===== src/hw/l2_pkg.sv =====
`default_nettype none

package l2_pkg;

  // ==================================================
  // Widths
  // ==================================================
  localparam int ADDR_W = 32;
  localparam int BLK_W = 32;
  localparam int ID_W = 4;

  // One word per block, bank select sits just above the byte offset
  localparam int BANK_BIT = $clog2(BLK_W / 8);

  typedef logic [ADDR_W-1:0] addr_t;
  typedef logic [BLK_W-1:0] blk_t;
  typedef logic [ID_W-1:0] req_id_t;
  typedef logic [0:0] port_id_t;
  typedef logic [0:0] bank_id_t;

  // ==================================================
  // Transfer structs
  // ==================================================
  // L1 side
  typedef struct packed {
    logic    valid;
    addr_t   addr;
    req_id_t id;
  } l1_req_t;

  typedef struct packed {
    logic    valid;
    blk_t    blk;
    req_id_t id;
  } l1_res_t;

  // Router to bank, tagged with the source port
  typedef struct packed {
    logic     valid;
    addr_t    addr;
    req_id_t  id;
    port_id_t port;
  } bank_req_t;

  // Bank to response arbiter
  typedef struct packed {
    logic     valid;
    blk_t     blk;
    req_id_t  id;
    port_id_t port;
  } bank_res_t;

  // Memory side, bank index routes the fill back
  typedef struct packed {
    logic     valid;
    addr_t    addr;
    bank_id_t bank;
  } mem_req_t;

  typedef struct packed {
    logic     valid;
    blk_t     blk;
    bank_id_t bank;
  } mem_res_t;

  typedef enum logic [2:0] {
    IDLE,
    LOOKUP,
    MISS_REQ,
    MISS_WAIT,
    RESPOND
  } bank_state_e;

  // Two-way round-robin pick
  // Pointer wins if it requests, else the other one
  function automatic logic rr_pick(input logic [1:0] req, input logic ptr);
    return req[ptr] ? ptr : ~ptr;
  endfunction

endpackage

`default_nettype wire

===== src/hw/l2_cache_multibank.sv =====
`timescale 1ns/100ps
`default_nettype none

module l2_cache_multibank
  import l2_pkg::*;
#(
  parameter int NUM_SETS   = 16,
  parameter int FIFO_DEPTH = 4
) (
  input  logic          clk_i,
  input  logic          rst_ni,
  input  logic          flush_i,
  input  l1_req_t [1:0] l1_req_i,
  input  mem_res_t      mem_res_i,
  input  logic          mem_ready_i,
  output l1_res_t [1:0] l1_res_o,
  output logic    [1:0] credit_o,
  output mem_req_t      mem_req_o
);

  // Router to banks
  bank_req_t [1:0] bank_req;
  logic      [1:0] bank_ready;

  // Banks to response arbiter
  bank_res_t [1:0] bank_res;
  logic      [1:0] res_grant;

  // Banks to memory arbiter
  mem_req_t  [1:0] bank_mem_req;
  logic      [1:0] bank_mem_grant;
  mem_res_t  [1:0] bank_fill;

  // ==================================================
  // Request path
  // ==================================================
  l2_req_router #(
    .FIFO_DEPTH(FIFO_DEPTH)
  ) u_router (
    .clk_i       (clk_i),
    .rst_ni      (rst_ni),
    .l1_req_i    (l1_req_i),
    .bank_ready_i(bank_ready),
    .bank_req_o  (bank_req),
    .credit_o    (credit_o)
  );

  // Banks interleaved on the bit above the block offset
  for (genvar b = 0; b < 2; b++) begin : gen_bank
    l2_bank #(
      .NUM_SETS(NUM_SETS)
    ) u_bank (
      .clk_i      (clk_i),
      .rst_ni     (rst_ni),
      .flush_i    (flush_i),
      .req_i      (bank_req[b]),
      .res_grant_i(res_grant[b]),
      .mem_grant_i(bank_mem_grant[b]),
      .fill_i     (bank_fill[b]),
      .ready_o    (bank_ready[b]),
      .res_o      (bank_res[b]),
      .mem_req_o  (bank_mem_req[b])
    );
  end

  // ==================================================
  // Arbiters
  // ==================================================
  l2_mem_arbiter u_mem_arb (
    .clk_i           (clk_i),
    .rst_ni          (rst_ni),
    .bank_mem_req_i  (bank_mem_req),
    .mem_ready_i     (mem_ready_i),
    .mem_res_i       (mem_res_i),
    .bank_mem_grant_o(bank_mem_grant),
    .mem_req_o       (mem_req_o),
    .bank_fill_o     (bank_fill)
  );

  l2_resp_arbiter u_resp_arb (
    .clk_i      (clk_i),
    .rst_ni     (rst_ni),
    .bank_res_i (bank_res),
    .res_grant_o(res_grant),
    .l1_res_o   (l1_res_o)
  );

endmodule

`default_nettype wire


===== src/hw/l2_resp_arbiter.sv =====
`timescale 1ns/100ps
`default_nettype none

module l2_resp_arbiter
  import l2_pkg::*;
(
  input  logic            clk_i,
  input  logic            rst_ni,
  input  bank_res_t [1:0] bank_res_i,
  output logic      [1:0] res_grant_o,
  output l1_res_t   [1:0] l1_res_o
);

  // Candidate banks, indexed [port][bank]
  logic [1:0]     cand [2];
  bank_id_t [1:0] sel;
  logic [1:0]     rr_q;

  // ==================================================
  // Per-port merge
  // ==================================================
  always_comb begin
    res_grant_o = '0;
    for (int p = 0; p < 2; p++) begin
      // Banks holding a response for this port
      for (int b = 0; b < 2; b++) begin
        cand[p][b] = bank_res_i[b].valid && (bank_res_i[b].port == port_id_t'(p));
      end
      sel[p] = rr_pick(cand[p], rr_q[p]);

      // Granted response goes out in the same cycle
      l1_res_o[p].valid = |cand[p];
      l1_res_o[p].blk   = bank_res_i[sel[p]].blk;
      l1_res_o[p].id    = bank_res_i[sel[p]].id;

      // A response names one port, so grants never collide
      if (|cand[p]) begin
        res_grant_o[sel[p]] = 1'b1;
      end
    end
  end

  // Advance each port pointer past its winner
  always_ff @(posedge clk_i) begin
    if (!rst_ni) begin
      rr_q <= '0;
    end else begin
      for (int p = 0; p < 2; p++) begin
        if (|cand[p]) begin
          rr_q[p] <= ~sel[p];
        end
      end
    end
  end

endmodule

`default_nettype wire


===== src/hw/l2_mem_arbiter.sv =====
`timescale 1ns/100ps
`default_nettype none

module l2_mem_arbiter
  import l2_pkg::*;
(
  input  logic           clk_i,
  input  logic           rst_ni,
  input  mem_req_t [1:0] bank_mem_req_i,
  input  logic           mem_ready_i,
  input  mem_res_t       mem_res_i,
  output logic     [1:0] bank_mem_grant_o,
  output mem_req_t       mem_req_o,
  output mem_res_t [1:0] bank_fill_o
);

  logic [1:0] req_vec;
  bank_id_t   sel;
  bank_id_t   rr_q;
  logic       can_issue;
  logic       issue;
  mem_req_t   mem_req_q;

  // ==================================================
  // Request selection
  // ==================================================
  assign req_vec = {bank_mem_req_i[1].valid, bank_mem_req_i[0].valid};
  assign sel     = rr_pick(req_vec, rr_q);

  // Output slot is free or memory takes it on this edge
  assign can_issue = !mem_req_q.valid || mem_ready_i;
  assign issue     = can_issue && (|req_vec);

  always_comb begin
    bank_mem_grant_o      = '0;
    bank_mem_grant_o[sel] = issue;
  end

  always_ff @(posedge clk_i) begin
    if (!rst_ni) begin
      mem_req_q.valid <= 1'b0;
      rr_q            <= '0;
    end else if (issue) begin
      mem_req_q.valid <= 1'b1;
      rr_q            <= ~sel;
    end else if (mem_ready_i) begin
      mem_req_q.valid <= 1'b0;
    end
  end

  always_ff @(posedge clk_i) begin
    if (issue) begin
      mem_req_q.addr <= bank_mem_req_i[sel].addr;
      mem_req_q.bank <= bank_mem_req_i[sel].bank;
    end
  end

  assign mem_req_o = mem_req_q;

  // ==================================================
  // Fill routing
  // ==================================================
  // Only the bank named in the response sees a valid fill
  always_comb begin
    for (int b = 0; b < 2; b++) begin
      bank_fill_o[b].valid = mem_res_i.valid && (mem_res_i.bank == bank_id_t'(b));
      bank_fill_o[b].blk   = mem_res_i.blk;
      bank_fill_o[b].bank  = mem_res_i.bank;
    end
  end

endmodule

`default_nettype wire


===== src/hw/l2_bank.sv =====
`timescale 1ns/100ps
`default_nettype none

module l2_bank
  import l2_pkg::*;
#(
  parameter int NUM_SETS = 16
) (
  input  logic      clk_i,
  input  logic      rst_ni,
  input  logic      flush_i,
  input  bank_req_t req_i,
  input  logic      res_grant_i,
  input  logic      mem_grant_i,
  input  mem_res_t  fill_i,
  output logic      ready_o,
  output bank_res_t res_o,
  output mem_req_t  mem_req_o
);

  // ==================================================
  // Address split
  // ==================================================
  // Index starts above the bank bit, tag takes the rest
  localparam int IDX_W   = $clog2(NUM_SETS);
  localparam int IDX_LSB = BANK_BIT + 1;
  localparam int TAG_W   = ADDR_W - IDX_LSB - IDX_W;

  typedef logic [IDX_W-1:0] idx_t;
  typedef logic [TAG_W-1:0] tag_t;

  // Line arrays
  logic [NUM_SETS-1:0] valid_q;
  tag_t                tag_q  [NUM_SETS];
  blk_t                data_q [NUM_SETS];

  // Captured request and response data
  bank_state_e state_q;
  addr_t       addr_q;
  req_id_t     id_q;
  port_id_t    port_q;
  blk_t        res_blk_q;

  // Flush seen outside IDLE waits here
  logic        flush_pend_q;

  idx_t        idx;
  tag_t        tag;
  logic        hit;

  assign idx = addr_q[IDX_LSB +: IDX_W];
  assign tag = addr_q[ADDR_W-1 -: TAG_W];
  assign hit = valid_q[idx] && (tag_q[idx] == tag);

  // ==================================================
  // Bank FSM
  // ==================================================
  always_ff @(posedge clk_i) begin
    if (!rst_ni) begin
      state_q      <= IDLE;
      valid_q      <= '0;
      flush_pend_q <= 1'b0;
    end else begin
      if (flush_i) begin
        flush_pend_q <= 1'b1;
      end
      unique case (state_q)
        IDLE: begin
          // Invalidate all lines in one cycle
          if (flush_i || flush_pend_q) begin
            valid_q      <= '0;
            flush_pend_q <= 1'b0;
          end
          if (req_i.valid) begin
            state_q <= LOOKUP;
          end
        end
        LOOKUP: begin
          state_q <= hit ? RESPOND : MISS_REQ;
        end
        MISS_REQ: begin
          // Held until the memory arbiter takes it
          if (mem_grant_i) begin
            state_q <= MISS_WAIT;
          end
        end
        MISS_WAIT: begin
          if (fill_i.valid) begin
            valid_q[idx] <= 1'b1;
            state_q      <= RESPOND;
          end
        end
        RESPOND: begin
          if (res_grant_i) begin
            state_q <= IDLE;
          end
        end
        default: begin
          state_q <= IDLE;
        end
      endcase
    end
  end

  // Request capture, array reads and line fill
  always_ff @(posedge clk_i) begin
    if (state_q == IDLE && req_i.valid) begin
      addr_q <= req_i.addr;
      id_q   <= req_i.id;
      port_q <= req_i.port;
    end
    if (state_q == LOOKUP) begin
      res_blk_q <= data_q[idx];
    end
    // Fill data also answers the request
    if (state_q == MISS_WAIT && fill_i.valid) begin
      tag_q[idx]  <= tag;
      data_q[idx] <= fill_i.blk;
      res_blk_q   <= fill_i.blk;
    end
  end

  // ==================================================
  // Outputs
  // ==================================================
  assign ready_o = (state_q == IDLE);

  assign res_o.valid = (state_q == RESPOND);
  assign res_o.blk   = res_blk_q;
  assign res_o.id    = id_q;
  assign res_o.port  = port_q;

  // Bank index is the interleave bit of the line address
  assign mem_req_o.valid = (state_q == MISS_REQ);
  assign mem_req_o.addr  = addr_q;
  assign mem_req_o.bank  = addr_q[BANK_BIT];

endmodule

`default_nettype wire


===== src/hw/l2_req_router.sv =====
`timescale 1ns/100ps
`default_nettype none

module l2_req_router
  import l2_pkg::*;
#(
  parameter int FIFO_DEPTH = 4
) (
  input  logic            clk_i,
  input  logic            rst_ni,
  input  l1_req_t   [1:0] l1_req_i,
  input  logic      [1:0] bank_ready_i,
  output bank_req_t [1:0] bank_req_o,
  output logic      [1:0] credit_o
);

  localparam int PTR_W = (FIFO_DEPTH > 1) ? $clog2(FIFO_DEPTH) : 1;
  localparam int CNT_W = $clog2(FIFO_DEPTH + 1);

  // ==================================================
  // Per-port FIFO storage
  // ==================================================
  addr_t            fifo_addr_q [2][FIFO_DEPTH];
  req_id_t          fifo_id_q   [2][FIFO_DEPTH];
  logic [PTR_W-1:0] wr_ptr_q    [2];
  logic [PTR_W-1:0] rd_ptr_q    [2];
  logic [CNT_W-1:0] count_q     [2];

  // Eligible heads, indexed [bank][port]
  logic [1:0]       elig        [2];
  port_id_t [1:0]   sel;
  logic [1:0]       rr_q;
  logic [1:0]       pop;
  logic [1:0]       credit_q;

  // ==================================================
  // Dispatch
  // ==================================================
  always_comb begin
    pop = '0;
    for (int b = 0; b < 2; b++) begin
      // A head is eligible for the bank its address selects
      for (int p = 0; p < 2; p++) begin
        elig[b][p] = (count_q[p] != '0) &&
                     (fifo_addr_q[p][rd_ptr_q[p]][BANK_BIT] == b[0]);
      end
      sel[b] = rr_pick(elig[b], rr_q[b]);
      bank_req_o[b].valid = |elig[b];
      bank_req_o[b].addr  = fifo_addr_q[sel[b]][rd_ptr_q[sel[b]]];
      bank_req_o[b].id    = fifo_id_q[sel[b]][rd_ptr_q[sel[b]]];
      bank_req_o[b].port  = sel[b];
      // Each head maps to one bank, so at most one pop per port
      if (bank_req_o[b].valid && bank_ready_i[b]) begin
        pop[sel[b]] = 1'b1;
      end
    end
  end

  // Pointers, counts, arbitration and credit pulses
  always_ff @(posedge clk_i) begin
    if (!rst_ni) begin
      for (int p = 0; p < 2; p++) begin
        wr_ptr_q[p] <= '0;
        rd_ptr_q[p] <= '0;
        count_q[p]  <= '0;
      end
      rr_q     <= '0;
      credit_q <= '0;
    end else begin
      for (int p = 0; p < 2; p++) begin
        // L1 only sends while holding a credit, push is unconditional
        if (l1_req_i[p].valid) begin
          wr_ptr_q[p] <= (wr_ptr_q[p] == PTR_W'(FIFO_DEPTH - 1)) ? '0 : wr_ptr_q[p] + 1'b1;
        end
        if (pop[p]) begin
          rd_ptr_q[p] <= (rd_ptr_q[p] == PTR_W'(FIFO_DEPTH - 1)) ? '0 : rd_ptr_q[p] + 1'b1;
        end
        count_q[p] <= count_q[p] + CNT_W'(l1_req_i[p].valid) - CNT_W'(pop[p]);
      end
      // Move past the winner of each bank
      for (int b = 0; b < 2; b++) begin
        if (bank_req_o[b].valid && bank_ready_i[b]) begin
          rr_q[b] <= ~sel[b];
        end
      end
      // One credit per entry leaving a FIFO
      credit_q <= pop;
    end
  end

  always_ff @(posedge clk_i) begin
    for (int p = 0; p < 2; p++) begin
      if (l1_req_i[p].valid) begin
        fifo_addr_q[p][wr_ptr_q[p]] <= l1_req_i[p].addr;
        fifo_id_q[p][wr_ptr_q[p]]   <= l1_req_i[p].id;
      end
    end
  end

  assign credit_o = credit_q;

endmodule

`default_nettype wire


===== config.mk =====
export PLATFORM = sky130hd
export DESIGN_NAME = l2_cache_multibank
export DESIGN_NICKNAME = d
export VERILOG_FILES = /design/src/hw/l2_pkg.sv /design/src/hw/l2_cache_multibank.sv /design/src/hw/l2_resp_arbiter.sv /design/src/hw/l2_mem_arbiter.sv /design/src/hw/l2_bank.sv /design/src/hw/l2_req_router.sv
export SDC_FILE = /design/constraint.sdc
export NUM_CORES = 2
export LEC_CHECK = 0
export BUFFER_PORTS_ARGS = -buffer_cell sky130_fd_sc_hd__buf_2
export CORE_AREA = 2 2 459 461
export CTS_CLUSTER_SIZE = 20
export DETAILED_ROUTE_END_ITERATION = 12
export DIE_AREA = 0 0 461 463
export GPL_TIMING_DRIVEN = 0
export PLACE_DENSITY_LB_ADDON = 0.3
export SKIP_CTS_REPAIR_TIMING = 1
export SLEW_MARGIN = 20
export SYNTH_ARGS = -nofsm -noshare
export SYNTH_HDL_FRONTEND = slang
export SYNTH_HIERARCHICAL = 1
export SYNTH_SLANG_ARGS = --single-unit

===== constraint.sdc =====
create_clock -name clk_i -period 6 [get_ports clk_i]
set_input_delay 0.3 -clock clk_i [delete_from_list [all_inputs] [get_ports clk_i]]
set_output_delay 0.3 -clock clk_i [all_outputs]
set_load 0.005 [all_outputs]

==> results.cfg <==
[layout]
final_common_cell = edfxtp_1
nets = 5127
syn_to_final_growth_pct = 17.5
mostFrequentLayoutCells = edfxtp_1, mux4_2, buf_2, clkbuf_16, mux2_2
drive_gt1_frac = 0.331

[critical_path]
arrival_ns = 4.85
startpoint = gen_bank[0].u_bank/state_q[1]
r2r-start = gen_bank[0].u_bank/state_q[1]
path_class = reg2reg
endpoint_kind = flip-flop
worstPathRequired_ns = 6.56
crit_path_start_kind = flip-flop
path_max_fanout = 10

[power]
total_power_w = 0.0513
worst_ir_drop_vdd_mv = 0.352
power_leakage_nw = 35.8
p_per_area_mw_per_mm2 = 469

[timing]
period_minus_slack_ns = 4.30
drv_slew = 0
holdWs_ns = 0.0219
final_hold_viol_count = 0
finClkSkew_ns = 0.0415
finalCritPeriodShare = 0.716
setup_viol_count_final = 0
rsz0062_at_grt = false
tightest_slew_ns = 1.22
slew_headroom = 0.187
fmax_mhz = 233

[die]
rows = 168
ios = 222
core_mm2 = 0.209
dieArea_mm2 = 0.213
die_width_um = 461
fp.dieH_um = 463
start_util = 0.447

[cts]
numCtsBuffers = 225
cts_buffer_depth = 3
tritoncts = done
clock-sinks = 2353
htree_levels = 4
clkTransAtPathRegs_ns = 0.06
root_buffer = clkbuf_16
clock_latency_ns = 0.87

[synthesis]
syn_avg_cell_area_um2 = 21.7
netlist_instances = 4284
synth_nets = 4412
syn_area_mm2 = 0.0931
ys.warnings.count = 6

[routing]
wl_per_cell_um = 31.8
drt_pass1_iterations = 6
drt_iter0_markers = 5833
num_vias = 47500
routed_wl_um = 255000
vias_per_cell = 5.92
postRouteAntennaNets = 0
drc = 0

[placement]
hpwl_um = 175000
portBuffers = 189
gp_congestion = 0.857

[global_routing]
antenna_found_initial = 42
grt_max_degree = 37
grt_pass1_vias = 47200
grt-ovfl-total = 0
track_usage = 0.238
grt_pass1_wl_um = 358000

[min_path]
hp-start = rst_ni
hp-class = in2reg

[status]
run_status = finished, final reports clean

[run]
maxCapViolCount = 0
==> stage by stage <==
stage	TNS (ns)	area (µm²)	worst slack [ns]	util	cells
global route	0	109000	1.55	0.525	8008
finish	0	109000	1.70	0.525	8015
detailed placement	0	101000	1.29	0.485	7467
global placement	-7050.01	97600	-8.08	0.468	7278
floorplan	0	93100	0.225	-	4284
CTS	0	108000	1.67	0.519	7886
==> worst paths after layout <==
path	slack, ns	cells past startpoint	to
worst min register to register	0.47	1	gen_bank[1].u_bank/valid_q[14]
worst max register to register	1.70	9	gen_bank[0].u_bank/data_q[4][2]
worst max-delay path	1.70	9	gen_bank[0].u_bank/data_q[4][2]
worst min-delay path	0.02	3	gen_bank[0].u_bank/flush_pend_q
==> cell type report <==
type	instances	area [µm²]
multi-input combinational	1622	21600
fill	16100	99100
clock inverter	132	1190
sequential	2353	70000
inverter	28	105
antenna	19	47.5
clock buffer	287	5910
buffer	281	1750
timing repair buffer	488	5360
tap	2805	3510
==> registers in the layout (all words and copies together), names as in the netlist, 2 cells and up, named ones only <==
name                          cells
u_router/count_q                  6
u_router/rd_ptr_q                 4
u_mem_arb/mem_req_o              34
gen_bank.u_bank/port_q            2
gen_bank.u_bank/flush_pend_q      2
gen_bank.u_bank/id_q              8
gen_bank.u_bank/valid_q          32
gen_bank.u_bank/res_blk_q        64
gen_bank.u_bank/tag_q           800
u_router/wr_ptr_q                 4
u_router/fifo_id_q               32
u_resp_arb/rr_q                   2
gen_bank.u_bank/data_q         1024
u_router/credit_o                 2
gen_bank.u_bank/addr_q           64
gen_bank.u_bank/state_q           6
u_router/rr_q                     2
u_router/fifo_addr_q            256
==> routing by layer <==
metal,wire length [µm],GRT usage,share of wire,vias up
met5,104,0,0.00041,-
met4,10000,0.0894,0.039,16
met3,19200,0.0446,0.075,432
met2,127000,0.396,0.50,2285
met1,98900,0.313,0.39,25500
li1,-,-,-,19300
==> power breakdown <==
part	switching [W]	total [W]	internal, W
clock	0.00617	0.0137	0.00752
combinational	0.00851	0.0156	0.00714
sequential	0.00173	0.0220	0.0202
==> worst max-delay path, cell delays in order (launching register included) <==
cell      delay (ns)
dfxtp_1         0.30
clkbuf_1        0.43
nand3_1         0.84
or2_2           0.70
nor3_2          0.50
buf_4           0.32
buf_4           0.22
buf_4           0.21
buf_4           0.20
buf_4           0.22
No activity file was read; power rests on OpenSTA's default activity.
